**src/hw/ahbl_sys_pkg.sv**
```systemverilog
// ##########################################################################
// Shared bus types, address map and register offsets of the AHB-Lite
// slave subsystem. Only the top address byte selects a slave.
// hburst, hprot and hmastlock are not carried; only NONSEQ transfers
// are recognised, SEQ and BUSY count as idle.
// ##########################################################################

`default_nettype none

package ahbl_sys_pkg;

    localparam int ADDR_W     = 32;
    localparam int DATA_W     = 32;
    localparam int ADDR_TOP_W = 8;   // Decoded top address bits
    localparam int SRAM_AW    = 11;  // 2K words, 8 KB
    localparam int REG_OFF_W  = 8;   // Register decode width

    // Slot indices of the splitter
    localparam int SLOT_SRAM   = 0;
    localparam int SLOT_BRIDGE = 1;
    localparam int SLOT_REGS   = 2;
    localparam int NUM_SLOTS   = 3;

    localparam logic [ADDR_TOP_W-1:0] SRAM_BASE   = 8'h20;
    localparam logic [ADDR_TOP_W-1:0] BRIDGE_BASE = 8'h26; // Housekeeping bridge
    localparam logic [ADDR_TOP_W-1:0] REGS_BASE   = 8'h27;

    localparam logic [REG_OFF_W-1:0] REG_VREF     = 8'h00;
    localparam logic [REG_OFF_W-1:0] REG_MUXSPLIT = 8'h04;
    localparam logic [REG_OFF_W-1:0] REG_USER     = 8'h08;
    localparam logic [REG_OFF_W-1:0] REG_SIO      = 8'h0C;
    localparam logic [REG_OFF_W-1:0] REG_STATUS   = 8'h10; // Read only

    localparam logic [1:0] HTRANS_IDLE   = 2'b00;
    localparam logic [1:0] HTRANS_NONSEQ = 2'b10;

    // Master to slave, hwdata is the only data phase field
    typedef struct packed {
        logic [ADDR_W-1:0] haddr;
        logic [1:0]        htrans;
        logic              hwrite;
        logic [2:0]        hsize;
        logic              hready;
        logic [DATA_W-1:0] hwdata;
    } ahbl_req_t;

    typedef struct packed {
        logic              hready_resp;
        logic              hresp;
        logic [DATA_W-1:0] hrdata;
    } ahbl_rsp_t;

    typedef struct packed {
        logic               en;
        logic               r_wb;  // 1 reads
        logic [SRAM_AW-1:0] addr;
        logic [DATA_W-1:0]  wdata;
        logic [DATA_W-1:0]  ben;   // Bit enables
    } sram_port_t;

    // Switches of one corner, aa_sl is the MSB
    typedef struct packed {
        logic aa_sl;
        logic aa_s0;
        logic bb_s0;
        logic bb_sl;
        logic bb_sr;
        logic aa_sr;
    } mux_corner_t;

    // se sits in bits 23:18, nw in bits 5:0
    typedef struct packed {
        mux_corner_t se;
        mux_corner_t sw;
        mux_corner_t ne;
        mux_corner_t nw;
    } muxsplit_t;

    typedef struct packed {
        logic        vref_e_en;
        logic        vref_w_en;
        logic [4:0]  vref_e_sel;
        logic [4:0]  vref_w_sel;
        muxsplit_t   muxsplit;
        logic        user_ahb_enable;
        logic [15:0] user_irqs_enable;
        logic [5:0]  sio_cfg;
    } sys_cfg_t;

endpackage

`default_nettype wire

```
**src/hw/ahbl_splitter.sv**
```systemverilog
// ##########################################################################
// AHB-Lite address splitter for NUM_SLOTS slaves, decoded on the top
// address byte. Adds no wait states of its own.
// Addresses that match no slot get a two cycle ERROR response.
// The master is expected to hold its address phase while stalled.
// ##########################################################################

`timescale 1ns/1ps
`default_nettype none

module ahbl_splitter
    import ahbl_sys_pkg::*;
(
    input  logic      clk,
    input  logic      arst_n,
    input  ahbl_req_t src_req,
    output ahbl_rsp_t src_rsp,
    output ahbl_req_t dst_req [NUM_SLOTS],
    input  ahbl_rsp_t dst_rsp [NUM_SLOTS]
);

    logic [ADDR_TOP_W-1:0] addr_top;
    logic                  addr_active;
    logic                  bus_ready;
    logic [NUM_SLOTS-1:0]  sel_hit;
    logic [NUM_SLOTS-1:0]  dp_sel;    // One-hot, zero when no slot owns the data phase
    logic                  dp_err;
    logic                  err_done;  // Second cycle of the error response

    assign addr_top    = src_req.haddr[ADDR_W-1 -: ADDR_TOP_W];
    assign addr_active = (src_req.htrans == HTRANS_NONSEQ);
    assign bus_ready   = src_req.hready & src_rsp.hready_resp;

    // Address decode
    always_comb begin
        sel_hit = '0;
        sel_hit[SLOT_SRAM]   = (addr_top == SRAM_BASE);
        sel_hit[SLOT_BRIDGE] = (addr_top == BRIDGE_BASE);
        sel_hit[SLOT_REGS]   = (addr_top == REGS_BASE);
    end

    // Request fan-out, unselected slots only ever see IDLE
    always_comb begin
        for (int i = 0; i < NUM_SLOTS; i++) begin
            dst_req[i]        = src_req;
            dst_req[i].hready = src_rsp.hready_resp;
            if (!sel_hit[i]) begin
                dst_req[i].htrans = HTRANS_IDLE;
            end
        end
    end

    // Data phase owner
    always_ff @(posedge clk or negedge arst_n) begin
        if (!arst_n) begin
            dp_sel   <= '0;
            dp_err   <= 1'b0;
            err_done <= 1'b0;
        end else if (bus_ready) begin
            dp_sel   <= addr_active ? sel_hit : '0;
            dp_err   <= addr_active && (sel_hit == '0);
            err_done <= 1'b0;
        end else if (dp_err) begin
            err_done <= 1'b1;
        end
    end

    // Response mux
    always_comb begin
        src_rsp = '{hready_resp: 1'b1, hresp: 1'b0, hrdata: '0};
        for (int i = 0; i < NUM_SLOTS; i++) begin
            if (dp_sel[i]) begin
                src_rsp = dst_rsp[i];
            end
        end
        // Default slave, ERROR with one stall cycle then one ready cycle
        if (dp_err) begin
            src_rsp.hready_resp = err_done;
            src_rsp.hresp       = 1'b1;
            src_rsp.hrdata      = '0;
        end
    end

endmodule

`default_nettype wire

```
**src/hw/ahbl_sram_ctrl.sv**
```systemverilog
// ##########################################################################
// AHB-Lite slave for a single-port SRAM macro with bit enables and a
// one cycle read. Writes land in the data phase; a read that meets a
// write data phase waits one cycle. The SRAM window aliases every
// 8 KB within its slot. Transfers wider than 32 bits are not supported.
// ##########################################################################

`timescale 1ns/1ps
`default_nettype none

module ahbl_sram_ctrl
    import ahbl_sys_pkg::*;
(
    input  logic              clk,
    input  logic              arst_n,
    input  ahbl_req_t         req,
    output ahbl_rsp_t         rsp,
    output sram_port_t        sram,
    input  logic [DATA_W-1:0] sram_rdata
);

    logic               ap_valid;
    logic               ap_read;
    logic               wr_pend;  // Write data phase, macro busy
    logic               rd_wait;  // Read delayed behind a write
    logic               rd_dp;    // Macro output belongs to the current read
    logic [SRAM_AW-1:0] a_addr;
    logic [1:0]         a_size;
    logic [1:0]         a_off;
    logic [3:0]         lanes;

    assign ap_valid = req.hready && (req.htrans == HTRANS_NONSEQ);
    assign ap_read  = ap_valid && !req.hwrite;

    always_ff @(posedge clk or negedge arst_n) begin
        if (!arst_n) begin
            wr_pend <= 1'b0;
            rd_wait <= 1'b0;
            rd_dp   <= 1'b0;
        end else begin
            wr_pend <= ap_valid && req.hwrite;
            rd_wait <= ap_read && wr_pend;
            rd_dp   <= (ap_read && !wr_pend) || rd_wait;
        end
    end

    // Address phase capture, used by delayed writes and reads
    always_ff @(posedge clk) begin
        if (ap_valid) begin
            a_addr <= req.haddr[SRAM_AW+1:2];
            a_size <= req.hsize[1:0];
            a_off  <= req.haddr[1:0];
        end
    end

    // Byte lanes from size and offset
    always_comb begin
        case (a_size)
            2'd0:    lanes = 4'b0001 << a_off;
            2'd1:    lanes = a_off[1] ? 4'b1100 : 4'b0011;
            default: lanes = 4'b1111;
        endcase
    end

    always_comb begin
        sram.en    = 1'b0;
        sram.r_wb  = 1'b1;
        sram.addr  = a_addr;
        sram.wdata = req.hwdata;
        for (int i = 0; i < 4; i++) begin
            sram.ben[8*i +: 8] = {8{lanes[i] & wr_pend}};
        end
        if (wr_pend) begin
            sram.en   = 1'b1;
            sram.r_wb = 1'b0;
        end else if (rd_wait) begin
            sram.en = 1'b1;            // Replay the held read
        end else if (ap_read) begin
            sram.en   = 1'b1;
            sram.addr = req.haddr[SRAM_AW+1:2];
        end
    end

    assign rsp.hready_resp = !rd_wait;
    assign rsp.hresp       = 1'b0;
    assign rsp.hrdata      = rd_dp ? sram_rdata : '0;

endmodule

`default_nettype wire

```
**src/hw/sys_regs.sv**
```systemverilog
// ##########################################################################
// System configuration registers, zero wait states, never ERROR.
// Writes are always full words, hsize is ignored.
// Only the low offset byte is decoded, so the block aliases in its slot.
// Unknown offsets read zero and drop writes.
// ##########################################################################

`timescale 1ns/1ps
`default_nettype none

module sys_regs
    import ahbl_sys_pkg::*;
(
    input  logic      clk,
    input  logic      arst_n,
    input  ahbl_req_t req,
    output ahbl_rsp_t rsp,
    input  logic      mgmt_select,
    output sys_cfg_t  cfg
);

    logic                 ap_valid;
    logic                 dp_wr;
    logic [REG_OFF_W-1:0] dp_off;
    logic [DATA_W-1:0]    rd_data;

    assign ap_valid = req.hready && (req.htrans == HTRANS_NONSEQ);

    // Address phase
    always_ff @(posedge clk or negedge arst_n) begin
        if (!arst_n) begin
            dp_wr  <= 1'b0;
            dp_off <= '0;
        end else begin
            dp_wr <= ap_valid && req.hwrite;
            if (ap_valid) begin
                dp_off <= req.haddr[REG_OFF_W-1:0];
            end
        end
    end

    // Data phase writes
    always_ff @(posedge clk or negedge arst_n) begin
        if (!arst_n) begin
            cfg <= '0;
        end else if (dp_wr) begin
            case (dp_off)
                REG_VREF: begin
                    cfg.vref_e_en  <= req.hwdata[0];
                    cfg.vref_w_en  <= req.hwdata[1];
                    cfg.vref_e_sel <= req.hwdata[6:2];
                    cfg.vref_w_sel <= req.hwdata[11:7];
                end
                REG_MUXSPLIT: begin
                    cfg.muxsplit <= req.hwdata[23:0];
                end
                REG_USER: begin
                    cfg.user_ahb_enable  <= req.hwdata[0];
                    cfg.user_irqs_enable <= req.hwdata[31:16];
                end
                REG_SIO: begin
                    cfg.sio_cfg <= req.hwdata[5:0];
                end
                default: ;  // Status and holes
            endcase
        end
    end

    // Read mux, unused bits stay zero
    always_comb begin
        rd_data = '0;
        case (dp_off)
            REG_VREF: begin
                rd_data[0]    = cfg.vref_e_en;
                rd_data[1]    = cfg.vref_w_en;
                rd_data[6:2]  = cfg.vref_e_sel;
                rd_data[11:7] = cfg.vref_w_sel;
            end
            REG_MUXSPLIT: rd_data[23:0] = cfg.muxsplit;
            REG_USER: begin
                rd_data[0]     = cfg.user_ahb_enable;
                rd_data[31:16] = cfg.user_irqs_enable;
            end
            REG_SIO:    rd_data[5:0] = cfg.sio_cfg;
            REG_STATUS: rd_data[0]   = mgmt_select;
            default:    rd_data      = '0;
        endcase
    end

    assign rsp.hready_resp = 1'b1;
    assign rsp.hresp       = 1'b0;
    assign rsp.hrdata      = rd_data;

endmodule

`default_nettype wire

```
**src/hw/ahbl_sys0.sv**
```systemverilog
// ##########################################################################
// AHB-Lite slave subsystem: SRAM at 0x20, housekeeping bridge at 0x26,
// system registers at 0x27 (top address byte). Everything else ERRORs.
// The SRAM macro sits outside and runs on clk.
// ##########################################################################

`timescale 1ns/1ps
`default_nettype none

module ahbl_sys0
    import ahbl_sys_pkg::*;
(
    input  logic              clk,
    input  logic              arst_n,
    input  ahbl_req_t         ahb_req,
    output ahbl_rsp_t         ahb_rsp,
    output ahbl_req_t         ext_req,     // Housekeeping bridge
    input  ahbl_rsp_t         ext_rsp,
    output sram_port_t        sram,
    input  logic [DATA_W-1:0] sram_rdata,
    input  logic              mgmt_select,
    output sys_cfg_t          cfg
);

    ahbl_req_t slot_req [NUM_SLOTS];
    ahbl_rsp_t slot_rsp [NUM_SLOTS];

    ahbl_splitter u_splitter (
        .clk     (clk),
        .arst_n  (arst_n),
        .src_req (ahb_req),
        .src_rsp (ahb_rsp),
        .dst_req (slot_req),
        .dst_rsp (slot_rsp)
    );

    ahbl_sram_ctrl u_sram (
        .clk        (clk),
        .arst_n     (arst_n),
        .req        (slot_req[SLOT_SRAM]),
        .rsp        (slot_rsp[SLOT_SRAM]),
        .sram       (sram),
        .sram_rdata (sram_rdata)
    );

    // Bridge slot leaves the subsystem unchanged
    assign ext_req               = slot_req[SLOT_BRIDGE];
    assign slot_rsp[SLOT_BRIDGE] = ext_rsp;

    sys_regs u_regs (
        .clk         (clk),
        .arst_n      (arst_n),
        .req         (slot_req[SLOT_REGS]),
        .rsp         (slot_rsp[SLOT_REGS]),
        .mgmt_select (mgmt_select),
        .cfg         (cfg)
    );

endmodule

`default_nettype wire

```
**config.mk**
```make
export PLATFORM = sky130hd
export DESIGN_NAME = ahbl_sys0
export DESIGN_NICKNAME = d
export VERILOG_FILES = /design/src/hw/ahbl_sys_pkg.sv /design/src/hw/ahbl_splitter.sv /design/src/hw/ahbl_sram_ctrl.sv /design/src/hw/sys_regs.sv /design/src/hw/ahbl_sys0.sv
export SDC_FILE = /design/constraint.sdc
export NUM_CORES = 1
export LEC_CHECK = 0
export BUFFER_PORTS_ARGS = -buffer_cell sky130_fd_sc_hd__buf_2
export CORE_AREA = 2 2 147 149
export CTS_BUF_LIST = sky130_fd_sc_hd__clkbuf_4
export CTS_CLUSTER_DIAMETER = 50
export DETAILED_ROUTE_END_ITERATION = 8
export DIE_AREA = 0 0 149 151
export HOLD_SLACK_MARGIN = 0.15
export MAX_ROUTING_LAYER = met4
export PLACE_DENSITY = 0.71
export SETUP_SLACK_MARGIN = 0.5
export SYNTH_ARGS = -nofsm -noshare
export SYNTH_HDL_FRONTEND = slang
export SYNTH_HIERARCHICAL = 1
export SYNTH_SLANG_ARGS = --single-unit
```
**constraint.sdc**
```tcl
create_clock -name clk -period 4.4 [get_ports clk]
set_clock_uncertainty 0.05 [all_clocks]
set_input_delay 0.66 -clock clk [delete_from_list [all_inputs] [get_ports clk]]
set_output_delay 0.66 -clock clk [all_outputs]
set_load 0.01 [all_outputs]
```
==> results.json, run 1 <==
{
  "status": "complete, no violations",
  "antenna_found_initial": 3,
  "max_freq_ghz": 0.276,
  "ant_nets": 0,
  "worst_pin_slew_ns": 1.01,
  "vias": 5247,
  "drv_slew": 0,
  "gp_congestion": 0.792,
  "pre_cts_slack_ns": 0.903,
  "hold_viol_final": 0,
  "grt_pass1_vias": 5007,
  "slew_headroom_pct": 32.9,
  "cts_buffers": 9,
  "syn_nets": 833,
  "root_buffer": "clkbuf_4",
  "drive_gt1_share_pct": 58.6,
  "grt_overflow": 0,
  "grt_first_pass_wirelength_mm": 29.8,
  "post-dp-hpwl_mm": 16.0,
  "cp-start-kind": "flip-flop",
  "wl_per_cell_um": 19.1,
  "rr_endpoint": "u_regs/dp_off[6]",
  "core_area_um2": 20800,
  "mappedNetlistArea_um2": 6990,
  "avgViaCountPerCell": 4.80,
  "switching_share_pct": 30.0,
  "fp-row-count": 53,
  "remaining_drc_errors": 0,
  "power.internal_mw": 1.30,
  "arrival_ns": 2.92,
  "clock_latency_ns": 0.47,
  "synth_area_per_cell_um2": 10.1,
  "post-cts-setup-buffer-count": 0,
  "grt_max_degree": 77,
  "clockBufferDepth": 2,
  "wl_mm": 20.9,
  "seq_power_share_pct": 51.2,
  "switching_power_mw": 0.559,
  "clkSlewWorstSetupHoldPaths_ns": 0.17,
  "htree_levels": 3,
  "hold_buffers": 0,
  "finalNetCount": 949,
  "crit_type": "reg2out",
  "cts_tree": "built",
  "grt.total_usage_pct": 18.4,
  "pwr-share-clk_pct": 30.0,
  "finalSetupViolations": 0,
  "min_period_over_period_pct": 82.5,
  "dieArea_um2": 22500,
  "syn2layout_area_growth_pct": 7.37,
  "maxCapViolations": 0,
  "worstReg2RegStart": "u_splitter/dp_sel[1]",
  "rsz0062_at_grt": "false",
  "drtPass1Iterations": 4,
  "cp-end-kind": "primary output",
  "p_leak_nw": 3.93,
  "power_density_nw_per_um2": 248,
  "pin_count": 381,
  "synthCells": 693,
  "start_util_pct": 33.6,
  "die_h_um": 151,
  "r2r_slack_ns": 2.05,
  "period_needed_ns": 3.63,
  "fin_tns_setup_ns": 0,
  "clock-sinks": 91,
  "cp_max_fo": 11,
  "initialDrtViolationCount": 286,
  "hold_class": "in2async",
  "ir_drop_mv": 0.151,
  "rr_worst_depth": 5,
  "ys_warn_count": 6,
  "cp.required_ns": 3.69,
  "portBuffers": 356,
  "die_w_um": 149,
  "p_comb_share_pct": 18.9,
  "finalWorstSetupSlack_ns": 0.771
}
[worst max-delay path by stage]
stage | from | end | slack [ns] | cells past startpoint
after floorplan | ahb_req[70] | sram[64] | 1.39 | 7
after global placement | ahb_req[70] | sram[74] | 0.94 | 8
after detailed placement | ahb_req[70] | sram[74] | 0.90 | 8
after CTS | u_splitter/dp_err | sram[74] | 0.51 | 6
after global routing | u_splitter/dp_sel[1] | sram[70] | 0.54 | 7
final | u_splitter/dp_sel[1] | sram[70] | 0.77 | 7
[registers in the layout, indices dropped and copies added, names as in the netlist]
register	cells
u_regs/cfg	59
u_regs/dp_off	8
u_regs/dp_wr	1
u_splitter/dp_err	1
u_splitter/dp_sel	3
u_splitter/err_done	1
u_sram/a_addr	11
u_sram/a_off	2
u_sram/a_size	2
u_sram/rd_dp	1
u_sram/rd_wait	1
u_sram/wr_pend	1
[timing repair]
action | CTS | global route
setup endpoints to repair | 0 | 13
resized for setup | 0 | 2
hold endpoints to repair | 0 | 0
[layout make-up]
class / count / area [um2]
well taps: 275 / 344
diodes: 3 / 7.51
flip-flops and latches: 91 / 2360
fillers: 2128 / 13300
repair buffers: 365 / 1850
multi-input cells: 334 / 2750
clock buffers: 10 / 75.1
inverters: 8 / 30.0
clock inverters: 6 / 96.3
[power groups by stage]
stage	registers [mW]	logic, mW	clock network [mW]
finish	0.954	0.351	0.559
global route	0.963	0.381	0.629
CTS	0.953	0.355	0.594
detailed placement	0.969	0.354	0
global placement	0.968	0.350	0
floorplan	0.946	0.311	0
[layout by cell type (no fill, tap or decap), drive strengths merged, types with 2 or more instances in the layout]
| cell | count |
|---|---|
| a21oi | 6 |
| or2 | 2 |
| diode | 3 |
| mux2i | 13 |
| or4b | 2 |
| nor2b | 5 |
| o21ai | 4 |
| mux2 | 80 |
| clkbuf | 10 |
| edfxtp | 15 |
| nor3 | 39 |
| nor4b | 3 |
| nand2b | 2 |
| and3 | 9 |
| conb | 3 |
| nor4 | 3 |
| a221oi | 32 |
| bufinv | 2 |
| nor2 | 46 |
| nand2 | 10 |
| buf | 365 |
| inv | 11 |
| a2bb2oi | 5 |
| nand4 | 4 |
| dfrtp | 76 |
| and2 | 48 |
| a22o | 8 |
[worst max-delay path: stages, from the launching register on]
cell and delay (ns):
dfrtp_1 0.58, nor2b_1 0.24, a2111oi_4 0.35, or2_1 0.23
and4bb_2 0.30, nand2_2 0.25, mux2_4 0.37, buf_2 0.14
[metal layers]
| layer | GRT usage (%) | vias to the layer above | wire [um] | part of all wire (%) |
|---|---|---|---|---|
| li1 | - | 2401 | - | - |
| met1 | 21.8 | 2537 | 8510 | 41 |
| met2 | 30.8 | 264 | 10300 | 49 |
| met3 | 3.86 | 45 | 1540 | 7.3 |
| met4 | 7.10 | 0 | 565 | 2.7 |
| met5 | - | - | 0 | 0 |
[per-stage QoR]
| stage | instance area [um2] | std cells | hold slack [ns] | utilization [%] | total power [mW] |
|---|---|---|---|---|---|
| 6_report | 7510 | 1092 | 0.275 | 36.1 | 1.86 |
| 5_1_grt | 7510 | 1092 | 0.271 | 36.1 | 1.97 |
| 4_1_cts | 7500 | 1089 | 0.261 | 36.0 | 1.90 |
| 3_5_place_dp | 7320 | 1073 | 0.419 | 35.2 | 1.32 |
| 3_3_place_gp | 7320 | 1073 | 0.411 | 35.2 | 1.32 |
| 2_1_floorplan | 6990 | 693 | 0.314 | - | 1.26 |
Power figures use the tool's default switching activity.
==> run 2: changes to the inputs <==
clock period = 3.35 ns   (was 4.4 ns; I/O delays follow)
==> run 2 against run 1 <==
- utilization rose by 3.4 points
- power rose by 36%
- setup slack got worse by 0.39 ns
- clock power rose by 18%
- hold slack got worse by 0.075 ns
- critical endpoint is now sram[64]
- sequential cell count did not move
- first-iteration DRC count fell by 5.9%
- critical path depth did not move
- largest power group unchanged
- final area rose by 9.4%
- non-clock buffer count rose by 37
==> results.json, run 2 (synthesized netlist as in run 1, its figures left out) <==
{
  "status": "complete, no violations",
  "dpl_cell_area_um2": 7370,
  "grt.total_usage_pct": 19.4,
  "avgViaCountPerCell": 4.79,
  "clock-sinks": 91,
  "wl_mm": 22.2,
  "grt_overflow": 0,
  "drive_gt1_share_pct": 66.9,
  "multi_input_area_um2": 3090,
  "hold_end": "u_sram/a_size[1]",
  "wl_per_cell_um": 19.6,
  "rsz0062_at_grt": "true",
  "post-dp-hpwl_mm": 16.3,
  "maxCapViolations": 0,
  "num-fill-cells": 2080,
  "htree_levels": 3,
  "clock_latency_ns": 0.48,
  "hp-start": "ahb_req[34]",
  "layout_commonest_cell": "buf_2",
  "cp-end-kind": "primary output",
  "grt_max_degree": 77,
  "fin_area_um2": 8210,
  "remaining_drc_errors": 0,
  "switching_power_mw": 0.821,
  "antenna_found_initial": 2,
  "hold_viol_final": 0,
  "hold_class": "in2reg",
  "ir_drop_mv": 0.133,
  "period_needed_ns": 2.97,
  "power_density_nw_per_um2": 309,
  "fin_hold_ws_ns": 0.200,
  "ant_nets": 0,
  "portBuffers": 356,
  "largest_reg_flops": 59,
  "core_area_um2": 20800,
  "top_regs": "u_regs/cfg: 59 flops, u_sram/a_addr: 11 flops, u_regs/dp_off: 8 flops",
  "pin_count": 381,
  "utilization_pct": 39.4,
  "cp-start-kind": "flip-flop",
  "clockBufferDepth": 2,
  "holdPathStages": 1,
  "seq_power_share_pct": 47.9,
  "power_mw": 2.54,
  "max_freq_ghz": 0.337,
  "switching_share_pct": 32.3,
  "finalSetupViolations": 0,
  "fin_tns_setup_ns": 0,
  "r2r_slack_ns": 0.72,
  "worstReg2RegStart": "u_regs/dp_off[0]",
  "final_cell_mix": "353 x buf_2, 70 x dfrtp_1, 42 x and2_1, 42 x mux2_4, 38 x mux2_2",
  "cp_max_fo": 11,
  "rr_worst_depth": 9,
  "cts_tree": "built",
  "largest-register": "u_regs/cfg",
  "fp-row-count": 53,
  "power.internal_mw": 1.72,
  "gp_congestion": 0.771,
  "slew_headroom_pct": 33.3,
  "cp.required_ns": 2.80,
  "finalNetCount": 987,
  "vias": 5403,
  "p_leak_nw": 4.14,
  "dieArea_um2": 22500,
  "p_comb_share_pct": 26.2,
  "drv_slew": 0,
  "min_period_over_period_pct": 88.6,
  "seqCellArea_um2": 2360,
  "start_util_pct": 33.6,
  "cts_buffers": 9,
  "rr_endpoint": "u_regs/cfg[45]",
  "root_buffer": "clkbuf_4",
  "initialDrtViolationCount": 269,
  "die_h_um": 151,
  "grt_first_pass_wirelength_mm": 31.4,
  "grt_pass1_vias": 5154,
  "die_w_um": 149,
  "clkSlewWorstSetupHoldPaths_ns": 0.14,
  "syn2layout_area_growth_pct": 17.4,
  "crit_type": "reg2out",
  "arrival_ns": 2.42,
  "drtPass1Iterations": 4,
  "worst_pin_slew_ns": 1.00,
  "pwr-share-clk_pct": 25.9
}
[run 2: changes by cell type in the layout (fill, tap and decap cells not counted), moves of 7 or more]
cell / previous run / this run
nor3_1: 39 / 11
nor3_2: 0 / 22
buf_4: 10 / 29
nor2_1: 45 / 26
nor2_2: 1 / 13
buf_6: 0 / 8
dlygate4sd3_1: 0 / 8
nor2_4: 0 / 7
[run 2: metrics by stage]
| step | setup slack [ns] | cells |
|---|---|---|
| 6_report | 0.382 | 1129 |
| 5_1_grt | 0.266 | 1129 |
| 4_1_cts | 0.320 | 1120 |
| 3_5_place_dp | 0.150 | 1077 |
| 3_3_place_gp | 0.207 | 1077 |
| 2_1_floorplan | 0.656 | 693 |
[run 2: layout make-up]
type | count | area share, %
Tap cell | 275 | 4.19
Multi-Input combinational cell | 335 | 37.6
Antenna cell | 2 | 0.0609
Clock inverter | 7 | 0.899
Timing Repair Buffer | 402 | 27.3
Inverter | 8 | 0.411
Sequential cell | 91 | 28.7
Clock buffer | 9 | 0.823
[run 2: repair_timing]
action	4_1_cts	5_1_grt
hold buffers	8	0
hold endpoints to repair	70	0
pin swaps	33	38
gates cloned	2	0
resized for setup	51	49
setup endpoints to repair	44	44
setup buffers	17	7
[run 2: critical path, cell delays in order (launching register included)]
cell and delay [ns]:
dfrtp_1 0.41, nor2b_4 0.14, a2111oi_4 0.37, or2_4 0.18, and4bb_4 0.28, nand2_8 0.11
mux2_4 0.33, buf_2 0.14
[run 2: worst max-delay path by stage]
| stage | depth (start not counted) | from | endpoint | slack [ns] |
|---|---|---|---|---|
| global route | 7 | u_regs/dp_off[0] | ahb_rsp[1] | 0.27 |
| CTS | 6 | u_regs/dp_off[0] | ahb_rsp[11] | 0.32 |
| global placement | 8 | ahb_req[70] | sram[74] | 0.21 |
| floorplan | 7 | ahb_req[70] | sram[64] | 0.66 |
| detailed placement | 8 | ahb_req[70] | sram[74] | 0.15 |
| finish | 7 | u_splitter/dp_sel[0] | sram[64] | 0.38 |
[run 2: power by group through the flow]
stage | combinational (mW) | sequential [mW] | clock (mW)
2_1_floorplan | 0.409 | 1.24 | 0
5_1_grt | 0.713 | 1.23 | 0.737
3_5_place_dp | 0.515 | 1.25 | 0
6_report | 0.665 | 1.22 | 0.657
4_1_cts | 0.627 | 1.22 | 0.700
3_3_place_gp | 0.509 | 1.25 | 0
[run 2: routing by layer]
metal | part of all wire [%] | vias to the layer above | track usage, %
met1 | 41 | 2659 | 22.9
li1 | - | 2477 | -
met5 | 0 | - | -
met2 | 52 | 234 | 34.0
met3 | 5.6 | 33 | 3.07
met4 | 1.6 | 0 | 5.81
==> run 3: changes to the inputs <==
--- a/config.mk
+++ b/config.mk
@@ -7,12 +7,14 @@
 export LEC_CHECK = 0
 export BUFFER_PORTS_ARGS = -buffer_cell sky130_fd_sc_hd__buf_2
-export CORE_AREA = 2 2 147 149
+export CELL_PAD_IN_SITES_DETAIL_PLACEMENT = 0
+export CELL_PAD_IN_SITES_GLOBAL_PLACEMENT = 1
+export CORE_ASPECT_RATIO = 0.9
+export CORE_UTILIZATION = 34
 export CTS_BUF_LIST = sky130_fd_sc_hd__clkbuf_4
 export CTS_CLUSTER_DIAMETER = 50
 export DETAILED_ROUTE_END_ITERATION = 8
-export DIE_AREA = 0 0 149 151
 export HOLD_SLACK_MARGIN = 0.15
 export MAX_ROUTING_LAYER = met4
-export PLACE_DENSITY = 0.71
+export PLACE_DENSITY = 0.89
 export SETUP_SLACK_MARGIN = 0.5
 export SYNTH_ARGS = -nofsm -noshare
==> constraint.sdc (replaced) <==
create_clock -name clk -period 3.35 [get_ports clk]
set_clock_uncertainty 0.05 [all_clocks]
set_input_delay 0.1675 -clock clk [delete_from_list [all_inputs] [get_ports clk]]
set_output_delay 0.1675 -clock clk [all_outputs]
set_load 0.01 [all_outputs]
==> run 3 against run 2 <==
- critical path depth is 1 higher
- die area down 6.0%
- via count increased by 0.94%
==> results.json, run 3 (synthesized netlist as in run 1, its figures left out) <==
{
  "clock-sinks": 91,
  "cp_max_fo": 4,
  "hold_class": "in2reg",
  "power_density_nw_per_um2": 307,
  "htree_levels": 3,
  "worstReg2RegStart": "u_splitter/dp_sel[2]",
  "worst_pin_slew_ns": 1.13,
  "switching_share_pct": 30.1,
  "crit_family": "buffers and inverters",
  "clock_latency_ns": 0.46,
  "syn2layout_area_growth_pct": 17.1,
  "critPathMostFrequentCell": "dlygate4sd3_1",
  "p_comb_share_pct": 22.8,
  "grt.total_usage_pct": 20.5,
  "fp-row-count": 49,
  "clkSlewWorstSetupHoldPaths_ns": 0.14,
  "ant_nets": 0,
  "path_cells": "buf_2 -> or4b_4 -> nor4b_4 -> dlygate4sd3_1 -> nand2_1 -> dlygate4sd3_1 -> mux2i_1 -> dlygate4sd3_1",
  "utilization_pct": 40.8,
  "antenna_found_initial": 3,
  "crit_start": "ahb_req[70]",
  "arrival_ns": 3.12,
  "max_freq_ghz": 0.361,
  "r2r_slack_ns": 1.01,
  "top_regs": "u_regs/cfg: 59 flops, u_sram/a_addr: 11 flops, u_regs/dp_off: 8 flops",
  "cp-end-kind": "flip-flop",
  "gp_congestion": 0.853,
  "dpl_cell_area_um2": 7300,
  "maxCapViolations": 0,
  "grt_max_degree": 77,
  "fin_hold_ws_ns": 0.252,
  "cp.required_ns": 3.70,
  "finalWorstSetupSlack_ns": 0.576,
  "die_w_um": 153,
  "rr_worst_depth": 4,
  "fin_tns_setup_ns": 0,
  "rr_endpoint": "u_splitter/dp_sel[2]",
  "root_buffer": "clkbuf_4",
  "pin_count": 381,
  "finalNetCount": 1012,
  "num-fill-cells": 1944,
  "dieArea_um2": 21100,
  "die_h_um": 138,
  "grt_first_pass_wirelength_mm": 32.0,
  "grt_pass1_vias": 5437,
  "wl_mm": 21.4,
  "drtPass1Iterations": 4,
  "slew_headroom_pct": 24.6,
  "period_needed_ns": 2.77,
  "avgViaCountPerCell": 4.81,
  "finalSetupViolations": 0,
  "cp-start-kind": "input pin",
  "layout_commonest_cell": "buf_2",
  "status": "complete, no violations",
  "rsz0062_at_grt": "true",
  "ir_drop_mv": 0.161,
  "cts_tree": "built",
  "cp_num_buf_inv": 4,
  "cts_buffers": 9,
  "min_period_over_period_pct": 82.8,
  "p_leak_nw": 4.23,
  "wl_per_cell_um": 18.9,
  "final_cell_mix": "355 x buf_2, 73 x dfrtp_1, 59 x dlygate4sd3_1",
  "largest-register": "u_regs/cfg",
  "pwr-share-clk_pct": 28.6,
  "holdPathStages": 4,
  "drv_slew": 0,
  "slowest_stage": "or4b_4",
  "fin_area_um2": 8190,
  "core_area_um2": 20000,
  "start_util_pct": 34.9,
  "clockBufferDepth": 2,
  "switching_power_mw": 0.757,
  "remaining_drc_errors": 0,
  "pre_cts_slack_ns": 0.826,
  "portBuffers": 356,
  "slowest_delay_ns": 0.59,
  "seq_power_share_pct": 48.6,
  "post-dp-hpwl_mm": 15.5,
  "largest_reg_flops": 59,
  "initialDrtViolationCount": 235,
  "path_depth": 8,
  "power.internal_mw": 1.76,
  "hold_viol_final": 0,
  "crit_end": "u_splitter/dp_sel[2]",
  "grt_overflow": 0,
  "crit_type": "in2reg",
  "vias": 5454,
  "drive_gt1_share_pct": 55.9
}
[run 3: repair_timing]
item,CTS,global route
hold endpoints to repair,165,0
pin swaps,0,2
hold buffers,59,0
setup endpoints to repair,24,23
cloned,0,0
buffers inserted,0,3
gates resized for setup,11,10
[run 3: how the worst min path moves through the flow]
stage                     slack, ns        start           endpoint
final                          0.25  ahb_req[64]  u_splitter/dp_err
after detailed placement       0.29  ahb_req[62]        ext_req[62]
after global routing           0.23  ahb_req[70]  u_splitter/dp_err
after CTS                      0.18  ahb_req[70]  u_splitter/dp_err
after floorplan               -0.18       arst_n      u_regs/cfg[0]
after global placement         0.29  ahb_req[62]        ext_req[62]
[run 3: area by class of cell]
class	instances	area (um2)	share of cell area [%]
sequential	91	2360	28.8
tap	255	319	3.90
antenna	3	7.51	0.0917
clock buffer	9	67.6	0.825
inverter	8	30.0	0.367
clock inverter	7	100	1.22
multi-input combinational	334	2830	34.6
timing repair buffer	428	2480	30.3
[run 3: per-stage QoR]
step / instances / power [mW]
6_report: 1135 / 2.52
3_3_place_gp: 1054 / 1.74
5_1_grt: 1135 / 2.65
4_1_cts: 1129 / 2.54
2_1_floorplan: 693 / 1.65
3_5_place_dp: 1054 / 1.75
[run 3: worst min-delay path, delay by kind of cell]
kind,cells,cell delay [ns]
compound gates,2,0.29
mux,1,0.14
buf+inv,1,0.13
[run 3: per-layer routing]
layer  track usage [%]  part of all wire (%)  wire [um]  vias to the layer above
met2              36.5                    52      11100                      253
li1                  -                     -          -                     2525
met4              5.42                   1.2        264                        0
met5                 -                     0          0                        -
met3              3.67                   5.2       1120                       16
met1              23.7                    42       8950                     2660
[run 3: power by group through the flow]
stage | combinational, mW | sequential, mW | clock, mW
2_1_floorplan | 0.409 | 1.24 | 0
3_3_place_gp | 0.505 | 1.24 | 0
3_5_place_dp | 0.512 | 1.24 | 0
4_1_cts | 0.570 | 1.22 | 0.751
5_1_grt | 0.620 | 1.23 | 0.804
6_report | 0.574 | 1.22 | 0.720
